File: config.mk
export PLATFORM = sky130hd
export DESIGN_NAME = widthFunnel
export DESIGN_NICKNAME = d
export VERILOG_FILES = /design/src/verilog/keccakPkg.sv /design/src/verilog/widthFunnel.sv
export SDC_FILE = /design/constraint.sdc
export NUM_CORES = 1
export LEC_CHECK = 0
export ABC_AREA = 1
export BUFFER_PORTS_ARGS = -buffer_cell sky130_fd_sc_hd__clkbuf_2
export CAP_MARGIN = 40
export CORE_UTILIZATION = 42
export CTS_CLUSTER_SIZE = 28
export DETAILED_ROUTE_END_ITERATION = 8
export HOLD_SLACK_MARGIN = 0.05
export PLACE_DENSITY = 0.7
export SETUP_SLACK_MARGIN = 0.3
export SYNTH_ARGS = -nofsm -noshare
export SYNTH_HDL_FRONTEND = slang
export SYNTH_SLANG_ARGS = --single-unit
File: constraint.sdc
create_clock -name clock -period 18.25 [get_ports clock]
set_input_delay 0.9125 -clock clock [delete_from_list [all_inputs] [get_ports clock]]
set_output_delay 0.9125 -clock clock [all_outputs]
set_load 0.02 [all_outputs]
File: src/verilog/keccakPkg.sv
package keccakPkg;

	typedef logic [63:0] laneT;

	// One lane offered to the core, last marks the final chunk of a message
	typedef struct packed {
		laneT lane;
		logic last;
	} hashChunkT;

	// Lanes 0 to 7 of the final state, lane 0 in the low bits
	typedef logic [511:0] digestT;

	// Keccak-512 rate is 576 bits
	localparam int RateLanes = 9;
	localparam int RoundCount = 24;

	// Iota constants of Keccak-f[1600]
	function automatic laneT roundConstant(input logic [4:0] round);
		case (round)
			5'd0:    roundConstant = 64'h0000_0000_0000_0001;
			5'd1:    roundConstant = 64'h0000_0000_0000_8082;
			5'd2:    roundConstant = 64'h8000_0000_0000_808A;
			5'd3:    roundConstant = 64'h8000_0000_8000_8000;
			5'd4:    roundConstant = 64'h0000_0000_0000_808B;
			5'd5:    roundConstant = 64'h0000_0000_8000_0001;
			5'd6:    roundConstant = 64'h8000_0000_8000_8081;
			5'd7:    roundConstant = 64'h8000_0000_0000_8009;
			5'd8:    roundConstant = 64'h0000_0000_0000_008A;
			5'd9:    roundConstant = 64'h0000_0000_0000_0088;
			5'd10:   roundConstant = 64'h0000_0000_8000_8009;
			5'd11:   roundConstant = 64'h0000_0000_8000_000A;
			5'd12:   roundConstant = 64'h0000_0000_8000_808B;
			5'd13:   roundConstant = 64'h8000_0000_0000_008B;
			5'd14:   roundConstant = 64'h8000_0000_0000_8089;
			5'd15:   roundConstant = 64'h8000_0000_0000_8003;
			5'd16:   roundConstant = 64'h8000_0000_0000_8002;
			5'd17:   roundConstant = 64'h8000_0000_0000_0080;
			5'd18:   roundConstant = 64'h0000_0000_0000_800A;
			5'd19:   roundConstant = 64'h8000_0000_8000_000A;
			5'd20:   roundConstant = 64'h8000_0000_8000_8081;
			5'd21:   roundConstant = 64'h8000_0000_0000_8080;
			5'd22:   roundConstant = 64'h0000_0000_8000_0001;
			5'd23:   roundConstant = 64'h8000_0000_8000_8008;
			default: roundConstant = '0;
		endcase
	endfunction

endpackage

File: src/verilog/widthFunnel.sv
module widthFunnel import keccakPkg::*; #(
	parameter int IWidth = 512
) (
	input  logic              clock,
	input  logic              rstN,
	input  logic              flush,
	input  logic [IWidth-1:0] inData,
	input  logic              inValid,
	output logic              inReady,
	output laneT              outLane,
	output logic              outValid,
	input  logic              outReady
);

	localparam int LaneCount = (IWidth + 63) / 64;
	localparam int BufWidth = LaneCount * 64;
	localparam int IdxWidth = $clog2(LaneCount + 1);

	logic [BufWidth-1:0] buffer;
	logic [IdxWidth-1:0] laneIdx;
	logic                full;
	logic                finalLane;
	logic                emptying;

	// Lowest lane always sits at the bottom of the shift buffer
	assign outValid = full;
	assign outLane = buffer[63:0];

	assign finalLane = laneIdx == IdxWidth'(LaneCount - 1);
	assign emptying = flush || (outValid && outReady && finalLane);

	// A new word may replace the one that is leaving in the same cycle
	assign inReady = !full || emptying;

	always_ff @(posedge clock) begin
		if (!rstN) begin
			full <= 1'b0;
			laneIdx <= '0;
		end else if (inValid && inReady) begin
			full <= 1'b1;
			laneIdx <= '0;
		end else if (emptying) begin
			full <= 1'b0;
		end else if (outValid && outReady) begin
			laneIdx <= laneIdx + 1'b1;
		end
	end

	always_ff @(posedge clock) begin
		if (inValid && inReady) begin
			buffer <= BufWidth'(inData);
		end else if (outValid && outReady) begin
			buffer <= buffer >> 64;
		end
	end

	// Offered lane must not change while the consumer stalls
	laneStable: assert property (@(posedge clock) disable iff (!rstN)
		(outValid && !outReady) |=> (outValid && $stable(outLane)));

endmodule
==> metrics <==
HP Class flop to flop; Power Density around 110 mW/mm^2; crit-path max cell delay 0.53 ns; status finished, final reports clean; P&R area growth vs syn 20.7%; fin. max-slew vios 0; CP max stage cell buf_4; Vias between 15000 and 20000; CTS Sinks between 500 and 600; Worst-Margin Slew ~1.1 ns; crit path kind flop to flop; Hold Slack 0.503 ns; worst rel slew slack between 20% and 30%; Max-cap violations 0; global placer's final weighted congestion 0.883; sequential share of power about 50%; DRC 0; critical-path cell list ha_1, nand2_1, nor2_1, nand2_1, nand3_4, nand2_8, nand2_4, buf_16, buf_4, buf_16, buf_4, buf_16; largest cells by area after synthesis edfxtp_1 66%, nand2_1 15%, nand3_1 9.8%; Clock power frac 39.0%; DR WL/cell roughly 17 um; first-pass GRT wire length 89.4 mm; Clk Latency, worst-skew pair between 0.5 and 0.6 ns; Worst Skew 0.0119 ns; most frequent cells in the layout 907 x nand2_1, 581 x clkbuf_2, 512 x edfxtp_1; Die Ht roughly 240 um; # IOs approximately 580; Worst setup SP type flop; Final Routed Wirelength between 50 and 60 mm; Sw Share a little under a quarter; r2r setup slk 14.24 ns; Vias/cell just under 5; Syn Area/Cell ~10 um^2; gr ovfl total 0; initial antenna violation count 16; Final Setup Violations 0; final hold vios 0; crit-path most repeated cell buf_16; largest net degree at the start of global routing 237; Syn Inst Count 2248; Logic pwr share between 10% and 20%; Final ANT Viol Nets 0; Synth Register Bits between 500 and 600; vias in the first global route 16643; nets 3209; CTS Hold Buffers Added 0; Post-CTS Setup Bufs 0; CTS H-tree depth 2; Post-DP HPWL between 30 and 40 mm; Mapped Area 0.0231 mm^2; # resized after CTS 0; synth unique cells 16; Die X 237 um; post-synth top area share 66.4%; Ys Warns 0; row count 85; cts bufs inserted 56; Data arrival, critical path around 4.3 ns; drt pass-1 iters 6; minimum clock period 4.01 ns; Worst IR Drop VDD 0.0702 mV; Req. time, crit path 18.49 ns; sequential fraction of the synthesis area 66.9%; core area between 0.05 and 0.06 mm^2; commonest non-fill, non-tap cell in the layout nand2_1; Leakage 13.1 nW; fmax ~0.25 GHz; IO buf count approximately 580; Crit Path Max Fanout 94; Die ar. around 0.056 mm^2; RSZ-0062 raised after global routing false; switching power 714 uW; period utilization 22.0%; drt first-iter violations 1337; clk root buf clkbuf_16; Global Route Usage Sum approximately 20%; CTS tree built; Initial Utilization a little over two fifths; CP Capture Type flop; syn_nets around 2800; clock slew at reported path FFs 0.06 ns; Longest Clk Path Bufs 3; share of post-route cells with drive strength above 1 between 20% and 30%; overall power between 3 and 4 mW; Internal 2.29 mW; setup TNS 0 ns; largest area contributor in the netlist edfxtp_1
[sequential cells by signal, indices dropped and copies added (netlist names)]
name / count
laneIdx: 4
buffer: 512
outValid: 1
[path summary, 6_finish.rpt]
path | startpoint | endpoint | cells after the start
min reg2reg | buffer[135] | buffer[71] | 2
min | buffer[135] | buffer[71] | 2
max reg2reg | laneIdx[1] | buffer[210] | 12
max | laneIdx[1] | buffer[210] | 12
[final cells by class]
class	count	area, um^2
Clock inverter	32	400
Tap cell	696	871
Inverter	72	270
Antenna cell	14	35.0
Fill cell	4818	26200
Sequential cell	517	15500
Timing Repair Buffer	606	3360
Clock buffer	72	1500
Multi-Input combinational cell	1438	6020
[kinds of logic after synthesis]
kind of cell | after synthesis | share of synthesized area (%)
AND/OR/NAND/NOR | 1433 | 25.7
flip-flops | 517 | 66.9
buffers and inverters | 293 | 7.27
AO/OA/AOI/OAI | 3 | 0.0648
XOR/XNOR | 1 | 0.0378
adder cells (fa/ha/maj) | 1 | 0.0540
[Yosys cell counts]
cell / n
nand2_1: 908
edfxtp_1: 512
nand3_1: 452
inv_1: 71
nor2_1: 69
buf_4: 65
buf_2: 61
clkbuf_1: 60
buf_6: 35
dfxtp_1: 5
a21oi_1: 3
nand4_1: 3
ha_1: 1
inv_2: 1
nand2_2: 1
xor2_1: 1
[metal layers]
metal / track usage [%] / share of wire (%)
met5: 0 / 0.022
met4: 8.07 / 3.6
met3: 3.61 / 6.5
met2: 32.0 / 47
met1: 27.9 / 43
[stage by stage]
| step | worst slack (ns) | area [um^2] | cells | util [%] |
|---|---|---|---|---|
| 6_report | 14.24 | 27900 | 3447 | 51.6 |
| 4_1_cts | 14.23 | 27900 | 3433 | 51.5 |
| 5_1_grt | 13.90 | 27900 | 3447 | 51.6 |
| 3_3_place_gp | 12.96 | 25700 | 3318 | 47.5 |
| 3_5_place_dp | 13.62 | 26000 | 3329 | 48.0 |
| 2_1_floorplan | 4.56 | 23100 | 2248 | - |
[power by group through the flow]
| stage | Clock, mW | Combinational [mW] | Sequential [mW] |
|---|---|---|---|
| floorplan | 0 | 0.225 | 1.56 |
| global placement | 0 | 0.318 | 1.52 |
| detailed placement | 0 | 0.334 | 1.53 |
| CTS | 1.19 | 0.336 | 1.50 |
| global route | 1.24 | 0.374 | 1.51 |
| finish | 1.17 | 0.333 | 1.50 |
[critical path: cells and delay by family (launching register included)]
| kind | cells | cell delay, ns |
|---|---|---|
| and+or+nand+nor | 6 | 1.18 |
| adders and majority gates | 1 | 0.25 |
| DFF | 1 | 0.40 |
| buffers and inverters | 5 | 1.75 |
(Power assumes the default switching activity.)
