**config.mk**
```make
export PLATFORM = sky130hd
export DESIGN_NAME = chunkCounter
export DESIGN_NICKNAME = d
export VERILOG_FILES = /design/src/verilog/chunkCounter.sv
export SDC_FILE = /design/constraint.sdc
export NUM_CORES = 1
export LEC_CHECK = 0
export BUFFER_PORTS_ARGS = -buffer_cell sky130_fd_sc_hd__buf_2
export CORE_AREA = 2 2 39 41
export CTS_CLUSTER_SIZE = 28
export DETAILED_ROUTE_END_ITERATION = 8
export DIE_AREA = 0 0 41 43
export GPL_TIMING_DRIVEN = 0
export PLACE_DENSITY = 0.3
export RECOVER_POWER = 100
export SLEW_MARGIN = 15
export SYNTH_ARGS = -nofsm -noshare
export SYNTH_HDL_FRONTEND = slang
export SYNTH_SLANG_ARGS = --single-unit
```
**constraint.sdc**
```tcl
create_clock -name clock -period 1.3 [get_ports clock]
set_clock_uncertainty 0.2 [all_clocks]
set_input_delay 0.13 -clock clock [delete_from_list [all_inputs] [get_ports clock]]
set_output_delay 0.13 -clock clock [all_outputs]
set_load 0.01 [all_outputs]
```
**src/verilog/chunkCounter.sv**
```systemverilog
module chunkCounter #(
	parameter int Threshold = 3
) (
	input  logic clock,
	input  logic rstN,
	input  logic advance,
	output logic nextIsLast,
	output logic isLast
);

	localparam int CountWidth = $clog2(Threshold + 1);

	logic [CountWidth-1:0] count;

	always_ff @(posedge clock) begin
		if (!rstN) begin
			count <= '0;
		end else if (advance) begin
			// Wrap after the final chunk, ready for the next message
			count <= isLast ? '0 : count + 1'b1;
		end
	end

	assign isLast = count == CountWidth'(Threshold - 1);

	// Only meaningful when a message has two chunks or more
	assign nextIsLast = (Threshold > 1) && (count == CountWidth'(Threshold - 2));

	// Accepting the next-to-last chunk hands over to the last one alone
	lastFollows: assert property (@(posedge clock) disable iff (!rstN)
		(advance && nextIsLast) |=> (isLast && !nextIsLast));

endmodule

```
==> flow_metrics.env, run 1 <==
export IMPL_largest_register_ffs=2
export IMPL_post_synth_num_cell_types=7
export IMPL_gpl_final_weighted_congestion=0.4408
export IMPL_port_buffers=4
export IMPL_drt_wirelength_per_cell_um=6.294
export IMPL_die_area_sq_um=1763
export IMPL_yosys_warnings=0
export IMPL_wire_length_of_the_first_global_routing_pass_um=338
export IMPL_synth_top_cells_by_area="sky130_fd_sc_hd__dfxtp_1 (43%), sky130_fd_sc_hd__nor2b_1 (20%), sky130_fd_sc_hd__nand4b_1 (9.3%)"
export IMPL_timing_worst_setup_path_type="flop to output port"
export IMPL_first_pass_iters=2
export IMPL_most_common_layout_cells="sky130_fd_sc_hd__nor2b_1 (3), sky130_fd_sc_hd__clkbuf_4 (3), sky130_fd_sc_hd__dfxtp_1 (2), sky130_fd_sc_hd__clkbuf_2 (2)"
export IMPL_fin_crit_sh_pct=91.96
export IMPL_flip_flop_and_latch_count_after_synthesis=2
export IMPL_cts_num_sinks=2
export IMPL_tritoncts="done"
export IMPL_die_h_um=43
export IMPL_worst_slew_pin_slew_ns=0.1706
export IMPL_numPlacedInstances=30
export IMPL_setup_total_negative_slack_ns=0
export IMPL_grt_met2_usage_pct=2.813
export IMPL_crit_path_start_kind="flop"
export IMPL_drt_iter0_markers=3
export IMPL_max_clock_freq_ghz=0.8364
export IMPL_cts_root_to_sink_buffers=2
export IMPL_routed_via_density=2.853
export IMPL_floorplan_rows=14
export IMPL_cts_root_buffer="sky130_fd_sc_hd__clkbuf_4"
export IMPL_met1_usage_pct=3.503
export IMPL_cts_post_setup_buffers_inserted=0
export IMPL_route_antenna_remaining_nets=0
export IMPL_timing_critical_path_arrival_ns=0.87
export IMPL_ir_drop_mv=0.1565
export IMPL_area_growth_syn_to_layout_pct=76.00
export IMPL_final_max_slew_viol_count=0
export IMPL_hold_viol_final=0
export IMPL_crit_slowest_cell="sky130_fd_sc_hd__dfxtp_1"
export IMPL_netlist_top_cell_by_area="sky130_fd_sc_hd__dfxtp_1"
export IMPL_globalRouteMet3Util_pct=3.141
export IMPL_yosysSeqAreaShare_pct=42.67
export IMPL_layout_nets=23
export IMPL_initial_utilization_pct=6.781
export IMPL_finalCoreUtilization_pct=11.93
export IMPL_synth_nets=13
export IMPL_timing_max_slew_rel_slack_pct=88.60
export IMPL_drc=0
export IMPL_finish_cell_count_without_fillers=34
export IMPL_gr_usage_all_layers_pct=3.804
export IMPL_path_cells="nor2b_1, clkbuf_2"
export IMPL_io_pin_count=5
export IMPL_status="completed"
export IMPL_setup_violations_final=0
export IMPL_clk_latency_ns=0.22
export IMPL_power_per_cell_area_nw_per_um2=1382
export IMPL_fin_hold_ws_ns=0.01186
export IMPL_worstPathRequired_ns=0.97
export IMPL_post_detailed_routing_wire_length_um=214
export IMPL_top_register="count"
export IMPL_grt_busiest_layer="met4"
export IMPL_core_area_sq_um=1384
export IMPL_static_power_due_to_leakage_nw=0.07055
export IMPL_numCtsBuffers=3
export IMPL_die_width_um=41
export IMPL_path_max_fanout=5
export IMPL_first_global_vias=90
export IMPL_worstSetupEndpointType="output port"
export IMPL_grt_start_max_net_pins=6
export IMPL_min_period_ns=1.196
export IMPL_max_cap_viol_count=0
export IMPL_layout_top_registers="count x2"
export IMPL_layout_drive_gt1_share_pct=33.33
export IMPL_synth_largest_type_area_fraction_pct=42.67
export IMPL_grt_antenna_before_repair=0
export IMPL_routed_via_count=97
export IMPL_overflow=0
export IMPL_post_syn_area_per_cell_sq_um=9.384
export IMPL_unrepaired_setup_endpoints_after_global_routing="no"
export IMPL_cts_htree_levels=1
export IMPL_worst_path_clk_slew_ns=0.03
export IMPL_number_of_instances_in_the_synthesized_netlist=10
export IMPL_number_of_inserted_diodes=0
export IMPL_synth_cell_area_sq_um=93.84
export IMPL_hold_path_class="input port to flop"
export IMPL_critical_path_max_stage_delay_ns=0.36
[routing by layer]
| layer | vias up | wire, um |
|---|---|---|
| li1 | 51 | - |
| met5 | - | 0 |
| met4 | 0 | 6 |
| met2 | 5 | 77 |
| met1 | 39 | 95 |
| met3 | 2 | 35 |
[Yosys cell counts]
library cell               n
sky130_fd_sc_hd__nor2b_1   3
sky130_fd_sc_hd__dfxtp_1   2
sky130_fd_sc_hd__nand2_1   1
sky130_fd_sc_hd__nand3b_1  1
sky130_fd_sc_hd__nand4b_1  1
sky130_fd_sc_hd__nor3b_1   1
sky130_fd_sc_hd__o21a_1    1
[critical path, delay by kind of cell, from the launching register on]
kind	cells	cell delay (ns)
buffers and inverters	1	0.14
flip-flops	1	0.36
AND/OR/NAND/NOR	1	0.15
[metrics by stage]
| stage | cell area [sq um] | setup slack (ns) | power (mW) |
|---|---|---|---|
| after floorplan | 93.84 | 0.3910 | 0.08157 |
| after global placement | 133.9 | 0.3599 | 0.09034 |
| after detailed placement | 133.9 | 0.3412 | 0.09122 |
| after CTS | 166.4 | 0.09796 | 0.2370 |
| after global routing | 165.2 | 0.01660 | 0.2417 |
| final | 165.2 | 0.1045 | 0.2283 |
[worst paths after layout]
check / startpoint / slack, ns / cells past startpoint / endpoint
worst max-delay path: count[0]$_SDFFE_PN0P_ / 0.10 / 2 / nextIsLast
worst min-delay path: advance / 0.01 / 3 / count[1]$_SDFFE_PN0P_
worst max register to register: count[0]$_SDFFE_PN0P_ / 0.37 / 2 / count[0]$_SDFFE_PN0P_
worst min register to register: count[1]$_SDFFE_PN0P_ / 0.31 / 2 / count[1]$_SDFFE_PN0P_
[report_power, final]
| group | internal (mW) | leakage [nW] | switching [mW] |
|---|---|---|---|
| clock network | 0.102 | 0.0138 | 0.0341 |
| logic | 0.0131 | 0.0403 | 0.00953 |
| registers | 0.0659 | 0.0165 | 0.00381 |
[kinds of logic (layout without fill, tap and decap cells)]
group	count (synthesis)	after routing	synth area share [%]
buffers and inverters	0	8	0
DFF	2	2	42.67
AOI/OAI and AO/OA	1	1	8.003
and+or+nand+nor	7	7	49.34
[what timing repair did]
item | in CTS | in global routing
resized for setup | 0 | 0
hold buffers | 1 | 0
endpoints found under the hold margin | 2 | 0
[area by class of cell]
cell class,count,area [sq um]
clock buffer,3,22.52
fill,160,1219
multi-input combinational,8,53.80
sequential,2,40.04
tap,16,20.02
timing repair buffer,5,28.78
No activity file was read; power rests on OpenSTA's default activity.
==> run 2: changes to the inputs <==
--- a/config.mk
+++ b/config.mk
@@ -5,11 +5,12 @@
 export SDC_FILE = /design/constraint.sdc
 export NUM_CORES = 1
 export LEC_CHECK = 0
-export BUFFER_PORTS_ARGS = -buffer_cell sky130_fd_sc_hd__buf_2
 export CORE_AREA = 2 2 39 41
 export CTS_CLUSTER_SIZE = 28
 export DETAILED_ROUTE_END_ITERATION = 8
 export DIE_AREA = 0 0 41 43
+export DONT_BUFFER_PORTS = 1
+export GPL_ROUTABILITY_DRIVEN = 0
 export GPL_TIMING_DRIVEN = 0
 export PLACE_DENSITY = 0.3
 export RECOVER_POWER = 100
==> constraint.sdc (replaced) <==
create_clock -name clock -period 1.3 [get_ports clock]
set_clock_uncertainty 0.2 [all_clocks]
set_input_delay 0.13 -clock clock [delete_from_list [all_inputs] [get_ports clock]]
set_output_delay 0.13 -clock clock [all_outputs]
set_load 0.005 [all_outputs]
==> flow_metrics.env, run 2 (same netlist as run 1, synthesis figures left out) <==
export IMPL_status="completed"
export IMPL_power_per_cell_area_nw_per_um2=1433
export IMPL_hold_viol_final=0
export IMPL_cts_post_setup_buffers_inserted=0
export IMPL_gr_usage_all_layers_pct=4.509
export IMPL_max_cap_viol_count=0
export IMPL_cts_num_sinks=2
export IMPL_hold_path_class="input port to flop"
export IMPL_die_h_um=43
export IMPL_io_pin_count=5
export IMPL_path_max_fanout=5
export IMPL_cts_root_buffer="sky130_fd_sc_hd__clkbuf_4"
export IMPL_layout_drive_gt1_share_pct=20.00
export IMPL_layout_top_registers="count x2"
export IMPL_crit_slowest_cell="sky130_fd_sc_hd__dfxtp_1"
export IMPL_globalRouteMet3Util_pct=7.330
export IMPL_crit_path_start_kind="flop"
export IMPL_core_area_sq_um=1384
export IMPL_ir_drop_mv=0.1381
export IMPL_wire_length_of_the_first_global_routing_pass_um=386
export IMPL_fin_crit_sh_pct=85.15
export IMPL_post_detailed_routing_wire_length_um=249
export IMPL_largest_register_ffs=2
export IMPL_area_growth_syn_to_layout_pct=66.67
export IMPL_cts_repair_resize_count=0
export IMPL_worst_path_clk_slew_ns=0.03
export IMPL_first_global_vias=103
export IMPL_cts_root_to_sink_buffers=2
export IMPL_numPlacedInstances=26
export IMPL_min_period_ns=1.107
export IMPL_numCtsBuffers=3
export IMPL_filler_cell_count=158
export IMPL_number_of_inserted_diodes=0
export IMPL_finish_cell_count_without_fillers=31
export IMPL_timing_critical_path_arrival_ns=0.78
export IMPL_first_pass_iters=1
export IMPL_setup_violations_final=0
export IMPL_top_register="count"
export IMPL_initial_utilization_pct=6.781
export IMPL_most_common_layout_cells="sky130_fd_sc_hd__nor2b_1 (3), sky130_fd_sc_hd__clkbuf_4 (3), sky130_fd_sc_hd__dfxtp_1 (2), sky130_fd_sc_hd__dlygate4sd3_1 (2)"
export IMPL_grt_busiest_layer="met3"
export IMPL_timing_max_slew_rel_slack_pct=88.92
export IMPL_worstPathBufferInverterCount=0
export IMPL_grt_met2_usage_pct=4.688
export IMPL_path_cells="nor2b_1"
export IMPL_cts_htree_levels=1
export IMPL_detailedPlacementHpwl_um=173.2
export IMPL_drt_iter0_markers=0
export IMPL_grt_antenna_before_repair=0
export IMPL_drc=0
export IMPL_placed_standard_cell_area_sq_um=113.9
export IMPL_finalInstanceArea_sq_um=156.4
export IMPL_die_area_sq_um=1763
export IMPL_setup_total_negative_slack_ns=0
export IMPL_critical_path_max_stage_delay_ns=0.37
export IMPL_area_of_the_multi_input_gates_sq_um=53.80
export IMPL_static_power_due_to_leakage_nw=0.06057
export IMPL_seqCellArea_sq_um=40.04
export IMPL_path_delay_family="flip-flops"
export IMPL_preCtsSetupSlack_ns=0.3572
export IMPL_layout_nets=20
export IMPL_worst_slack_ns=0.1931
export IMPL_worstPathRequired_ns=0.97
export IMPL_routed_via_count=90
export IMPL_floorplan_rows=14
export IMPL_unrepaired_setup_endpoints_after_global_routing="no"
export IMPL_die_width_um=41
export IMPL_worst_slew_pin_slew_ns=0.1658
export IMPL_overflow=0
export IMPL_timing_worst_setup_path_type="flop to output port"
export IMPL_final_max_slew_viol_count=0
export IMPL_met1_usage_pct=2.236
export IMPL_post_layout_power_mw=0.2241
export IMPL_drt_wirelength_per_cell_um=8.032
export IMPL_tritoncts="done"
export IMPL_routed_via_density=2.903
export IMPL_fin_hold_ws_ns=0.02659
export IMPL_grt_start_max_net_pins=6
export IMPL_finalCoreUtilization_pct=11.30
export IMPL_port_buffers=0
export IMPL_worstSetupEndpointType="output port"
export IMPL_max_clock_freq_ghz=0.9034
export IMPL_route_antenna_remaining_nets=0
export IMPL_clk_latency_ns=0.22
==> run 2: worst reg2reg max path, delay by kind of cell, from the launching register on <==
family | cells | cell delay, ns
flops | 1 | 0.32
compound gates | 1 | 0.17
simple gates | 1 | 0.13
==> run 2: power by group <==
group	total (mW)	switching, mW	leakage [nW]	internal [mW]
registers	0.0701	0.00416	0.0165	0.0659
clock network	0.136	0.0345	0.0138	0.102
logic	0.0177	0.00655	0.0303	0.0112
==> run 2: worst paths after layout <==
| check | start | end | slack [ns] | cells past startpoint |
|---|---|---|---|---|
| max | count[1]$_SDFFE_PN0P_ | isLast | 0.19 | 1 |
| min | advance | count[0]$_SDFFE_PN0P_ | 0.03 | 2 |
| max reg2reg | count[0]$_SDFFE_PN0P_ | count[0]$_SDFFE_PN0P_ | 0.36 | 2 |
| min reg2reg | count[1]$_SDFFE_PN0P_ | count[1]$_SDFFE_PN0P_ | 0.31 | 2 |
==> run 2: cell type report <==
class	instances	area share (%)
Clock buffer	3	14.40
Sequential cell	2	25.60
Tap cell	16	12.80
Timing Repair Buffer	2	12.80
Multi-Input combinational cell	8	34.40
==> run 2: routing by layer <==
layer | up-vias | wire [um]
li1 | 45 | -
met1 | 40 | 91
met2 | 5 | 106
met3 | 0 | 50
met4 | 0 | 0
met5 | - | 0
==> run 2: repair_timing <==
action                                  in CTS  in global routing
hold buffers                                 2                  0
hold endpoints to repair                     2                  0
endpoints found under the setup margin       0                  0
